[config.mk]
export PLATFORM = sky130hd
export DESIGN_NAME = armController
export DESIGN_NICKNAME = d
export VERILOG_FILES = /design/src/armControlPkg.sv /design/src/armController.sv /design/src/condUnit.sv /design/src/executeStage.sv /design/src/instrDecoder.sv /design/src/memWbStage.sv
export SDC_FILE = /design/constraint.sdc
export NUM_CORES = 1
export LEC_CHECK = 0
export ABC_AREA = 1
export CAP_MARGIN = 20
export CORE_MARGIN = 2
export CORE_UTILIZATION = 45
export CTS_CLUSTER_DIAMETER = 30
export CTS_CLUSTER_SIZE = 16
export DETAILED_ROUTE_END_ITERATION = 16
export DONT_BUFFER_PORTS = 1
export SLEW_MARGIN = 20
export SYNTH_ARGS = -nofsm -noshare
export SYNTH_HDL_FRONTEND = slang
export SYNTH_SLANG_ARGS = --single-unit
[constraint.sdc]
create_clock -name clk -period 2.6 [get_ports clk]
set_input_delay 0.13 -clock clk [delete_from_list [all_inputs] [get_ports clk]]
set_output_delay 0.13 -clock clk [all_outputs]
set_load 0.02 [all_outputs]
[src/armControlPkg.sv]
`default_nettype none

package armControlPkg;

  // ==========================================================================
  // Instruction encodings
  // ==========================================================================

  // Data-processing opcode, value is instr[24:21]
  typedef enum logic [3:0] {
    opAnd = 4'b0000, opEor, opSub, opRsb,
    opAdd, opAdc, opSbc, opRsc,
    opTst, opTeq, opCmp, opCmn,
    opOrr, opMov, opBic, opMvn
  } aluOp_t;

  // Condition field, instr[31:28]
  typedef enum logic [3:0] {
    condEq = 4'b0000, condNe, condCs, condCc,
    condMi, condPl, condVs, condVc,
    condHi, condLs, condGe, condLt,
    condGt, condLe, condAl, condNv
  } condCode_t;

  // Major class from instr[27:26]
  typedef enum logic [1:0] {
    clsDataProc  = 2'b00,
    clsLoadStore = 2'b01,
    clsBranch    = 2'b10,
    clsReserved  = 2'b11   // Decoded as a no-op
  } instrClass_t;

  localparam logic [3:0] pcReg = 4'd15;  // Rd of R15 means a PC write

  // ==========================================================================
  // Control bundles per stage
  // ==========================================================================

  typedef struct packed {
    logic n;
    logic z;
    logic c;
    logic v;
  } flags_t;

  typedef struct packed {
    logic [1:0] regSrc;  // [0] PC as Rn, [1] Rd on second read port
    logic [1:0] immSrc;  // 00 rotated imm8, 01 imm12, 10 imm24
  } decodeCtrl_t;

  typedef struct packed {
    logic   aluSrc;      // Immediate as ALU operand B
    aluOp_t aluControl;
    logic   memtoReg;    // Load result to register file
    logic   lsByte;      // Byte access
    logic   isStore;
  } exCtrl_t;

  typedef struct packed {
    logic       memWrite;
    logic [3:0] byteMask;  // One bit per byte lane
  } memCtrl_t;

  typedef struct packed {
    logic memtoReg;
    logic regWrite;
    logic pcSrc;
    logic loadByte;
  } wbCtrl_t;

  // Raw Decode outputs, captured by the Execute register
  typedef struct packed {
    logic       regWrite;
    logic       memWrite;
    logic       branch;
    logic       pcSrc;
    logic [1:0] flagWrite;   // [1] NZ, [0] CV
    logic       doNotWrite;  // Compare ops, flags only
    condCode_t  cond;
    exCtrl_t    ex;
  } decodeBundle_t;

endpackage

`default_nettype wire

[src/armController.sv]
`timescale 1ns/1ps
`default_nettype none

module armController (
  input  logic                       clk,
  input  logic                       reset,         // Synchronous, active high
  input  logic [31:0]                instrD,
  input  armControlPkg::flags_t      aluFlagsE,     // From the datapath ALU
  input  logic [1:0]                 addrLowE,      // Execute ALU result bits 1:0
  input  logic                       stallE,
  input  logic                       flushE,
  input  logic                       stallM,
  input  logic                       stallW,
  input  logic                       flushW,
  output armControlPkg::decodeCtrl_t decD,
  output armControlPkg::exCtrl_t     exE,
  output logic                       branchTakenE,
  output armControlPkg::flags_t      flagsE,
  output armControlPkg::memCtrl_t    memM,
  output armControlPkg::wbCtrl_t     wbW,
  output logic                       pcWrPending    // Any PC write in D, E or M
);

  armControlPkg::decodeBundle_t decBundle;
  armControlPkg::condCode_t     condE;
  armControlPkg::memCtrl_t      memGated;
  armControlPkg::wbCtrl_t       wbGated;
  armControlPkg::flags_t        nextFlagsE, nextFlagsM, nextFlagsW, archFlags;
  logic [1:0]                   flagWriteE;
  logic                         condEx, setFlagsE, setFlagsM, setFlagsW;
  logic                         pcSrcE, pcSrcM;

  instrDecoder decoder (.instrD(instrD), .decBundle(decBundle), .dec(decD));

  executeStage exStage (.clk(clk), .reset(reset), .stallE(stallE), .flushE(flushE),
    .decBundle(decBundle), .condEx(condEx), .addrLowE(addrLowE), .exE(exE),
    .condE(condE), .flagWriteE(flagWriteE), .branchTakenE(branchTakenE),
    .memGated(memGated), .wbGated(wbGated), .pcSrcE(pcSrcE));

  condUnit condCheck (.condE(condE), .flagWriteE(flagWriteE), .aluFlagsE(aluFlagsE),
    .nextFlagsM(nextFlagsM), .setFlagsM(setFlagsM), .nextFlagsW(nextFlagsW),
    .setFlagsW(setFlagsW), .archFlags(archFlags), .flagsE(flagsE), .condEx(condEx),
    .nextFlagsE(nextFlagsE), .setFlagsE(setFlagsE));

  memWbStage lateStages (.clk(clk), .reset(reset), .stallM(stallM), .stallW(stallW),
    .flushW(flushW), .memGated(memGated), .wbGated(wbGated), .nextFlagsE(nextFlagsE),
    .setFlagsE(setFlagsE), .memM(memM), .wbW(wbW), .nextFlagsM(nextFlagsM),
    .setFlagsM(setFlagsM), .nextFlagsW(nextFlagsW), .setFlagsW(setFlagsW),
    .archFlags(archFlags), .pcSrcM(pcSrcM));

  assign pcWrPending = decBundle.pcSrc | pcSrcE | pcSrcM;  // Fetch waits on these

endmodule

`default_nettype wire

[src/condUnit.sv]
`timescale 1ns/1ps
`default_nettype none

module condUnit (
  input  armControlPkg::condCode_t condE,       // Condition of the Execute instruction
  input  logic [1:0]               flagWriteE,  // [1] NZ, [0] CV
  input  armControlPkg::flags_t    aluFlagsE,   // Raw ALU flags
  input  armControlPkg::flags_t    nextFlagsM,
  input  logic                     setFlagsM,
  input  armControlPkg::flags_t    nextFlagsW,
  input  logic                     setFlagsW,
  input  armControlPkg::flags_t    archFlags,   // Committed NZCV
  output armControlPkg::flags_t    flagsE,      // Flags seen by Execute
  output logic                     condEx,      // Condition passed
  output armControlPkg::flags_t    nextFlagsE,
  output logic                     setFlagsE
);

  logic ge;  // Signed greater or equal

  // ==========================================================================
  // Flag forwarding
  // ==========================================================================
  // Youngest flag setter wins, committed flags last
  assign flagsE = setFlagsM ? nextFlagsM : (setFlagsW ? nextFlagsW : archFlags);
  assign ge     = (flagsE.n == flagsE.v);

  // ==========================================================================
  // Condition check
  // ==========================================================================
  always_comb begin
    unique case (condE)
      armControlPkg::condEq: condEx = flagsE.z;
      armControlPkg::condNe: condEx = ~flagsE.z;
      armControlPkg::condCs: condEx = flagsE.c;
      armControlPkg::condCc: condEx = ~flagsE.c;
      armControlPkg::condMi: condEx = flagsE.n;
      armControlPkg::condPl: condEx = ~flagsE.n;
      armControlPkg::condVs: condEx = flagsE.v;
      armControlPkg::condVc: condEx = ~flagsE.v;
      armControlPkg::condHi: condEx = flagsE.c & ~flagsE.z;    // Unsigned higher
      armControlPkg::condLs: condEx = ~flagsE.c | flagsE.z;
      armControlPkg::condGe: condEx = ge;
      armControlPkg::condLt: condEx = ~ge;
      armControlPkg::condGt: condEx = ~flagsE.z & ge;
      armControlPkg::condLe: condEx = flagsE.z | ~ge;
      armControlPkg::condAl: condEx = 1'b1;
      armControlPkg::condNv: condEx = 1'b0;                    // Never
    endcase
  end

  // ==========================================================================
  // Next flags
  // ==========================================================================
  always_comb begin
    nextFlagsE = flagsE;                // Untouched pairs carry forward
    if (flagWriteE[1]) begin
      nextFlagsE.n = aluFlagsE.n;
      nextFlagsE.z = aluFlagsE.z;
    end
    if (flagWriteE[0]) begin
      nextFlagsE.c = aluFlagsE.c;
      nextFlagsE.v = aluFlagsE.v;
    end
  end

  assign setFlagsE = (|flagWriteE) & condEx;  // Failed condition leaves flags alone

endmodule

`default_nettype wire

[src/executeStage.sv]
`timescale 1ns/1ps
`default_nettype none

module executeStage (
  input  logic                         clk,
  input  logic                         reset,
  input  logic                         stallE,        // Hold the Execute register
  input  logic                         flushE,        // Bubble into Execute
  input  armControlPkg::decodeBundle_t decBundle,     // From the decoder
  input  logic                         condEx,        // From condUnit
  input  logic [1:0]                   addrLowE,      // ALU result bits 1:0
  output armControlPkg::exCtrl_t       exE,           // Datapath selects in Execute
  output armControlPkg::condCode_t     condE,
  output logic [1:0]                   flagWriteE,
  output logic                         branchTakenE,
  output armControlPkg::memCtrl_t      memGated,      // Toward the Memory register
  output armControlPkg::wbCtrl_t       wbGated,       // Toward the Memory register
  output logic                         pcSrcE         // Ungated, for PC hazard detection
);

  armControlPkg::decodeBundle_t bundleE;
  logic                         regWriteGated;
  logic                         memWriteGated;
  logic                         pcSrcGated;
  logic [3:0]                   byteLane;
  logic [3:0]                   storeLanes;

  // ==========================================================================
  // Decode to Execute register
  // ==========================================================================
  always_ff @(posedge clk) begin
    if (reset || flushE) begin
      bundleE <= '0;           // Flush has priority over stall
    end else if (!stallE) begin
      bundleE <= decBundle;
    end
  end

  assign exE        = bundleE.ex;
  assign condE      = bundleE.cond;
  assign flagWriteE = bundleE.flagWrite;
  assign pcSrcE     = bundleE.pcSrc;

  // ==========================================================================
  // Condition gating
  // ==========================================================================
  assign regWriteGated = bundleE.regWrite & condEx & ~bundleE.doNotWrite; // Compares write none
  assign memWriteGated = bundleE.memWrite & condEx;
  assign pcSrcGated    = bundleE.pcSrc & condEx;
  assign branchTakenE  = bundleE.branch & condEx;

  // Store lanes, byte store picks one lane by address
  assign byteLane   = 4'b0001 << addrLowE;
  assign storeLanes = bundleE.ex.lsByte ? byteLane : 4'b1111;

  always_comb begin
    memGated.memWrite = memWriteGated;
    memGated.byteMask = memWriteGated ? storeLanes : 4'b0000;  // Quiet when no write
    wbGated.memtoReg  = bundleE.ex.memtoReg;
    wbGated.regWrite  = regWriteGated;
    wbGated.pcSrc     = pcSrcGated;
    wbGated.loadByte  = bundleE.ex.lsByte & bundleE.ex.memtoReg;  // LDRB zero-extends
  end

endmodule

`default_nettype wire

[src/instrDecoder.sv]
`timescale 1ns/1ps
`default_nettype none

module instrDecoder (
  input  logic [31:0]                  instrD,     // Instruction in Decode
  output armControlPkg::decodeBundle_t decBundle,  // Raw controls toward Execute
  output armControlPkg::decodeCtrl_t   dec         // Decode-stage datapath selects
);

  armControlPkg::instrClass_t instrClass;
  armControlPkg::aluOp_t      dpOp;
  logic                       immForm;    // I bit, meaning differs per class
  logic                       sBit;       // Set flags on data processing
  logic                       loadBit;    // L bit on load/store, same position as S
  logic                       logicalOp;
  logic                       compareOp;

  assign instrClass = armControlPkg::instrClass_t'(instrD[27:26]);
  assign dpOp       = armControlPkg::aluOp_t'(instrD[24:21]);
  assign immForm    = instrD[25];
  assign sBit       = instrD[20];
  assign loadBit    = instrD[20];

  // ==========================================================================
  // Opcode groups
  // ==========================================================================
  always_comb begin
    logicalOp = 1'b0;
    compareOp = 1'b0;
    unique case (dpOp)
      armControlPkg::opAnd, armControlPkg::opEor,
      armControlPkg::opOrr, armControlPkg::opMov,
      armControlPkg::opBic, armControlPkg::opMvn: logicalOp = 1'b1;
      armControlPkg::opTst, armControlPkg::opTeq: begin
        logicalOp = 1'b1;  // Test ops are logical and compare
        compareOp = 1'b1;
      end
      armControlPkg::opCmp, armControlPkg::opCmn: compareOp = 1'b1;
      default: ;           // Arithmetic, writes a result
    endcase
  end

  // ==========================================================================
  // Main decode
  // ==========================================================================
  always_comb begin
    decBundle = '0;  // Reserved class leaves everything cleared
    dec       = '0;
    unique case (instrClass)
      armControlPkg::clsDataProc: begin
        decBundle.ex.aluSrc     = immForm;                   // Rotated imm8 form
        decBundle.ex.aluControl = dpOp;
        decBundle.regWrite      = 1'b1;
        decBundle.flagWrite     = {sBit, sBit & ~logicalOp}; // Logical ops keep C and V
        decBundle.doNotWrite    = compareOp;
      end
      armControlPkg::clsLoadStore: begin
        dec.regSrc              = loadBit ? 2'b00 : 2'b10;   // Store data read from Rd
        dec.immSrc              = 2'b01;
        decBundle.ex.aluSrc     = ~immForm;                  // I set means register offset
        decBundle.ex.aluControl = instrD[23] ? armControlPkg::opAdd : armControlPkg::opSub;
        decBundle.ex.memtoReg   = loadBit;
        decBundle.ex.lsByte     = instrD[22];                // B bit
        decBundle.ex.isStore    = ~loadBit;
        decBundle.regWrite      = loadBit;
        decBundle.memWrite      = ~loadBit;
      end
      armControlPkg::clsBranch: begin
        dec.regSrc              = 2'b01;                     // PC plus offset
        dec.immSrc              = 2'b10;
        decBundle.ex.aluSrc     = 1'b1;
        decBundle.ex.aluControl = armControlPkg::opAdd;
        decBundle.branch        = 1'b1;
      end
      default: ;                                             // No-op
    endcase
    if (instrClass != armControlPkg::clsReserved) begin
      decBundle.cond = armControlPkg::condCode_t'(instrD[31:28]);
    end
    // PC redirect for B or a real write to R15
    decBundle.pcSrc = decBundle.branch | (decBundle.regWrite & ~decBundle.doNotWrite &
                      (instrD[15:12] == armControlPkg::pcReg));
  end

endmodule

`default_nettype wire

[src/memWbStage.sv]
`timescale 1ns/1ps
`default_nettype none

module memWbStage (
  input  logic                    clk,
  input  logic                    reset,
  input  logic                    stallM,      // Hold the Memory register
  input  logic                    stallW,      // Hold the Writeback register
  input  logic                    flushW,      // Bubble into Writeback
  input  armControlPkg::memCtrl_t memGated,
  input  armControlPkg::wbCtrl_t  wbGated,
  input  armControlPkg::flags_t   nextFlagsE,
  input  logic                    setFlagsE,
  output armControlPkg::memCtrl_t memM,
  output armControlPkg::wbCtrl_t  wbW,
  output armControlPkg::flags_t   nextFlagsM,
  output logic                    setFlagsM,
  output armControlPkg::flags_t   nextFlagsW,
  output logic                    setFlagsW,
  output armControlPkg::flags_t   archFlags,   // Committed NZCV
  output logic                    pcSrcM
);

  armControlPkg::wbCtrl_t wbM;  // Writeback controls riding through Memory

  // ==========================================================================
  // Execute to Memory register
  // ==========================================================================
  always_ff @(posedge clk) begin
    if (reset) begin
      memM       <= '0;
      wbM        <= '0;
      setFlagsM  <= 1'b0;
      nextFlagsM <= '0;
    end else if (!stallM) begin    // No flush on this stage
      memM       <= memGated;
      wbM        <= wbGated;
      setFlagsM  <= setFlagsE;
      nextFlagsM <= nextFlagsE;
    end
  end

  assign pcSrcM = wbM.pcSrc;

  // ==========================================================================
  // Memory to Writeback register
  // ==========================================================================
  always_ff @(posedge clk) begin
    if (reset || flushW) begin
      wbW        <= '0;
      setFlagsW  <= 1'b0;
      nextFlagsW <= '0;
    end else if (!stallW) begin
      wbW        <= wbM;
      setFlagsW  <= setFlagsM;
      nextFlagsW <= nextFlagsM;
    end
  end

  // Architectural flags written in Writeback
  always_ff @(posedge clk) begin
    if (reset) begin
      archFlags <= '0;
    end else if (setFlagsW && !stallW) begin
      archFlags <= nextFlagsW;
    end
  end

endmodule

`default_nettype wire
==> results.sh, run 1 <==
export IMPL_status="finished clean"
export IMPL_detail_route_wl_per_cell_um=13.3
export IMPL_die_area_um2=5580
export IMPL_grt_overflow_total=0
export IMPL_drv_cap=0
export IMPL_wl_met3_um=365
export IMPL_hold_viol_final=0
export IMPL_min_path_type="input port to flop"
export IMPL_clockBufferDepth=2
export IMPL_synth_edf_count=0
export IMPL_dp_cells=364
export IMPL_numPortBuffers=0
export IMPL_vias=2014
export IMPL_numClockSinks=45
export IMPL_layoutNonFillerInstCount=384
export IMPL_tightestPinTransition_ns=0.683
export IMPL_rows=25
export IMPL_synth_cell_type_count=30
export IMPL_synth_area_leaders="dfxtp_1, a21oi_1, nand2_1"
export IMPL_worstSkewPairLatency_ns=0.29
export IMPL_fmax_mhz=435
export IMPL_cts_root_buf="clkbuf_8"
export IMPL_dp_hpwl_mm=3.72
export IMPL_cts_resized=0
export IMPL_initialDrtViolationCount=66
export IMPL_syn_num_nets=359
export IMPL_wl_met1_mm=2.35
export IMPL_yosysWarningCount=0
export IMPL_viasPerCell=5.24
export IMPL_place_area_um2=2220
export IMPL_antenna_found_initial=0
export IMPL_avgSynthCellArea_um2=7.17
export IMPL_n_antenna_cell=0
export IMPL_final_core_util_pct=50.7
export IMPL_end_kind="flop"
export IMPL_finalInstanceArea_um2=2430
export IMPL_wl_mm=5.12
export IMPL_finalWorstSetupSlack_ns=0.299
export IMPL_drive_gt1_share_pct=11.0
export IMPL_cts_buffers=5
export IMPL_drc=0
export IMPL_peakVddDrop_mv=0.284
export IMPL_pin_count=72
export IMPL_critPathMaxFanout=9
export IMPL_cts_setup_buffers=0
export IMPL_fin_skew_ns=0.00970
export IMPL_wl_met2_mm=2.36
export IMPL_relSlewSlack_pct=54.3
export IMPL_synthFlopType="dfxtp_1"
export IMPL_start_util_pct=47.0
export IMPL_powerDensity_nw_per_um2=533
export IMPL_grt_pass1_vias=1900
export IMPL_post_route_period_util_pct=88.5
export IMPL_whs_ns=0.00914
export IMPL_cp_data_arrival_time_ns=2.54
export IMPL_die_w_um=74.7
export IMPL_setup_tns_ns=0
export IMPL_power_total_mw=1.29
export IMPL_grt_usage_pct=19.7
export IMPL_grt_max_degree=23
export IMPL_layout_commonest_cell="nand2_1"
export IMPL_yosysTopAreaCellShare_pct=40.0
export IMPL_htree_levels=2
export IMPL_finalCriticalPeriod_ns=2.30
export IMPL_slew_viol_final=0
export IMPL_fp_dieH_um=74.7
export IMPL_cts_tree="built"
export IMPL_grt_setup_unrepaired="no"
export IMPL_ant_nets=0
export IMPL_layout_common_cells="nand2_1, a21oi_1, dfxtp_1"
export IMPL_power_leakage_nw=0.978
export IMPL_ys_seq_area_share_pct=40.0
export IMPL_gp_congestion=0.775
export IMPL_dr_pass1_iters=4
export IMPL_required_ns=2.84
export IMPL_post_place_ws_ns=0.610
export IMPL_ys_seq_elements=45
export IMPL_nets=361
export IMPL_synth_cell_area_um2=2250
export IMPL_syn_inst=314
export IMPL_grt_pass1_wl_mm=8.46
export IMPL_start_kind="flop"
export IMPL_core_area_um2=4790
export IMPL_crit_type="flop to flop"
export IMPL_clkTransAtPathRegs_ns=0.09
export IMPL_async_flop_share_pct=0
export IMPL_syn2layout_area_growth_pct=7.78
export IMPL_top_layer="met4"
export IMPL_setup_viol=0
export IMPL_synth_top_area_cell="dfxtp_1"
[power by group]
group / internal [mW] / switching [mW]
combinational: 0.0516 / 0.0982
clock: 0.190 / 0.228
sequential: 0.706 / 0.0194
[synthesized netlist by cell type (4+ instances only)]
| cell type | n |
|---|---|
| nand2_1 | 59 |
| a21oi_1 | 46 |
| dfxtp_1 | 45 |
| nor2_1 | 32 |
| inv_1 | 28 |
| o21ai_0 | 25 |
| buf_4 | 12 |
| nand2_2 | 12 |
| nand3_1 | 11 |
| nand4_1 | 8 |
| nand3_2 | 7 |
| a211oi_1 | 4 |
| clkbuf_1 | 4 |
[registers in the layout (all words and copies together), names as in the netlist, 4 cells and up]
| name | flops |
|---|---|
| lateStages.nextFlagsM | 4 |
| lateStages.wbW | 4 |
| lateStages.archFlags | 4 |
| lateStages.nextFlagsW | 4 |
| exStage.exE | 8 |
| lateStages.memM | 5 |
| exStage.condE | 4 |
[per-layer routing]
metal / track usage (%) / up-vias
li1: - / 1034
met1: 24.7 / 921
met2: 33.4 / 54
met3: 5.35 / 5
met4: 5.56 / 0
met5: 0 / -
[path summary, 6_finish.rpt]
path,startpoint,endpoint,slack (ns),cells after the start
max,lateStages.setFlagsW,lateStages.memM[0],0.30,9
min,stallE,exStage.exE[5],0.009,2
max reg2reg,lateStages.setFlagsW,lateStages.memM[0],0.30,9
min reg2reg,lateStages.wbM[0],lateStages.wbM[0],0.47,2
[final cells by class]
class | instances | area, um2
fillers | 510 | 2360
flip-flops and latches | 45 | 901
repair buffers | 14 | 135
multi-input cells | 219 | 1100
inverters | 31 | 121
well taps | 67 | 83.8
clock inverters | 1 | 7.51
clock buffers | 7 | 76.3
[worst max-delay path: stages, from the launching register on]
cell and delay [ns]:
dfxtp_1 0.39, or2_1 0.27, nand3_2 0.08, nand2_1 0.20
o31ai_1 0.31, nor2_2 0.09, nand2_4 0.12, nand4_1 0.09
a21oi_1 0.13, dlygate4sd3_1 0.56
[what timing repair did]
item / in CTS / in global routing
hold buffers: 12 / 0
endpoints found under the hold margin: 31 / 0
setup endpoints to repair: 0 / 0
[cell families (layout without fill, tap and decap cells)]
logic type      count (synthesis)  in the layout  synth area share, %
buf+inv                        50             53                 11.1
simple gates                  137            137                 29.0
compound gates                 82             82                 20.0
flops                          45             45                 40.0
Power figures use the tool's default switching activity.
==> run 2: changes to the inputs <==
CORE_UTILIZATION = 35   (was 45)
==> results.sh, run 2 (same netlist as run 1, synthesis figures left out) <==
export IMPL_status="finished clean"
export IMPL_cts_tree="built"
export IMPL_peakVddDrop_mv=0.303
export IMPL_critical_path_top_delay_family="buffers and inverters"
export IMPL_min_delay_start="instrD[24]"
export IMPL_pin_count=72
export IMPL_cpMaxStageDelayCell="dlygate4sd3_1"
export IMPL_die_area_um2=7090
export IMPL_vias=1988
export IMPL_wl_met3_um=432
export IMPL_combPwrFrac_pct=10.7
export IMPL_power_internal_mw=1.05
export IMPL_multiInputGateArea_um2=1100
export IMPL_post_route_period_util_pct=89.4
export IMPL_grt_usage_pct=15.8
export IMPL_core_area_um2=6280
export IMPL_power_share_switching_pct=25.5
export IMPL_nets=361
export IMPL_min_path_cells=2
export IMPL_dr_pass1_iters=4
export IMPL_post_place_ws_ns=0.600
export IMPL_grt_max_degree=23
export IMPL_layout_common_cells="nand2_1, a21oi_1, dfxtp_1"
export IMPL_slowest_delay_ns=0.55
export IMPL_die_w_um=84.2
export IMPL_fin_skew_ns=0.0113
export IMPL_syn2layout_area_growth_pct=9.56
export IMPL_dp_cells=374
export IMPL_relSlewSlack_pct=52.7
export IMPL_detail_route_wl_per_cell_um=13.5
export IMPL_ant_nets=0
export IMPL_cts_root_buf="clkbuf_8"
export IMPL_antenna_found_initial=0
export IMPL_wl_met1_mm=2.55
export IMPL_power_total_mw=1.40
export IMPL_clkTransAtPathRegs_ns=0.09
export IMPL_worstSkewPairLatency_ns=0.30
export IMPL_slew_viol_final=0
export IMPL_reg2reg_from="lateStages.setFlagsM"
export IMPL_grt_setup_unrepaired="no"
export IMPL_finalWorstSetupSlack_ns=0.275
export IMPL_cts_setup_buffers=0
export IMPL_layout_commonest_cell="nand2_1"
export IMPL_clockBufferDepth=2
export IMPL_fmax_mhz=430
export IMPL_critPathMaxFanout=9
export IMPL_end_kind="flop"
export IMPL_min_to="exStage.bundleE[12]"
export IMPL_crit_type="flop to flop"
export IMPL_grt_pass1_vias=1915
export IMPL_place_area_um2=2230
export IMPL_start_kind="flop"
export IMPL_numPortBuffers=0
export IMPL_initialDrtViolationCount=114
export IMPL_viasPerCell=5.05
export IMPL_dp_hpwl_mm=3.87
export IMPL_htree_levels=2
export IMPL_finalCriticalPeriod_ns=2.33
export IMPL_finalInstanceArea_um2=2470
export IMPL_p_seq_share_pct=51.7
export IMPL_rows=29
export IMPL_drive_gt1_share_pct=11.4
export IMPL_wl_mm=5.30
export IMPL_powerDensity_nw_per_um2=570
export IMPL_cts_resized=0
export IMPL_drv_cap=0
export IMPL_cp_data_arrival_time_ns=2.57
export IMPL_grt_pass1_wl_mm=9.18
export IMPL_grt_overflow_total=0
export IMPL_drc=0
export IMPL_setup_viol=0
export IMPL_crit_path_cell_trace="inv_6, nand3_2, nand2_1, o31ai_1, nor2_2, nand2_4, nand4_1, a21oi_1, dlygate4sd3_1"
export IMPL_required_ns=2.85
export IMPL_wl_met2_mm=2.28
export IMPL_power_leakage_nw=0.995
export IMPL_switchingPower_uw=358
export IMPL_r2r_slack_ns=0.27
export IMPL_gp_congestion=0.854
export IMPL_worstReg2RegEnd="lateStages.memM[3]"
export IMPL_numClockSinks=45
export IMPL_n_antenna_cell=0
export IMPL_top_layer="met4"
export IMPL_layoutNonFillerInstCount=394
export IMPL_crit_buf_inv=2
export IMPL_final_core_util_pct=39.3
export IMPL_min_path_type="input port to flop"
export IMPL_largest_register_ffs=8
export IMPL_start_util_pct=35.9
export IMPL_ff2ff_path_depth=9
export IMPL_setup_tns_ns=0
export IMPL_n_fill_cell=673
export IMPL_cts_buffers=5
export IMPL_fp_dieH_um=84.2
export IMPL_clkPwrFrac_pct=37.7
export IMPL_whs_ns=0.0166
export IMPL_hold_viol_final=0
export IMPL_regArea_um2=901
export IMPL_tightestPinTransition_ns=0.707
run 2: changes by cell type in the layout (fill, tap and decap cells not counted), sizes merged:
cell	delta
bufinv	+1
clkbuf	-1
clkinv	+1
clkinvlp	-1
run 2: power groups by stage:
stage	Clock (mW)	Sequential [mW]	Combinational, mW
CTS	0.543	0.726	0.152
floorplan	0	0.733	0.128
detailed placement	0	0.742	0.129
finish	0.529	0.726	0.150
global route	0.566	0.729	0.173
global placement	0	0.742	0.128
run 2: repair_timing:
item / 4_1_cts / 5_1_grt
endpoints found under the setup margin: 0 / 0
hold endpoints to repair: 31 / 0
hold buffers: 12 / 0
run 2: how the worst max path moves through the flow:
| stage | start | end | slack (ns) | cells after the start |
|---|---|---|---|---|
| after global routing | lateStages.setFlagsM | lateStages.memM[3] | 0.06 | 9 |
| after global placement | lateStages.setFlagsM | branchTakenE | 0.62 | 8 |
| final | lateStages.setFlagsM | lateStages.memM[3] | 0.27 | 9 |
| after floorplan | lateStages.setFlagsW | branchTakenE | 0.86 | 8 |
| after detailed placement | lateStages.setFlagsM | branchTakenE | 0.60 | 8 |
| after CTS | lateStages.setFlagsM | branchTakenE | 0.26 | 8 |
run 2: area by class of cell:
class                   count  area share (%)
repair buffers             14            5.48
multi-input cells         219            44.6
clock buffers               6            2.94
flip-flops and latches     45            36.5
well taps                  77            3.91
inverters                  31            4.92
clock inverters             2            1.57
run 2: routing by layer:
metal  track usage [%]  vias to the layer above
met3              5.31                        4
met5                 0                        -
met4              3.96                        0
met2              24.5                       58
met1              21.3                      892
li1                  -                     1034
run 2: worst register-to-register path: stages, from the launching register on:
cell and delay, ns:
dfxtp_1 0.54, inv_6 0.10, nand3_2 0.11, nand2_1 0.20, o31ai_1 0.32, nor2_2 0.09
nand2_4 0.13, nand4_1 0.10, a21oi_1 0.13, dlygate4sd3_1 0.55
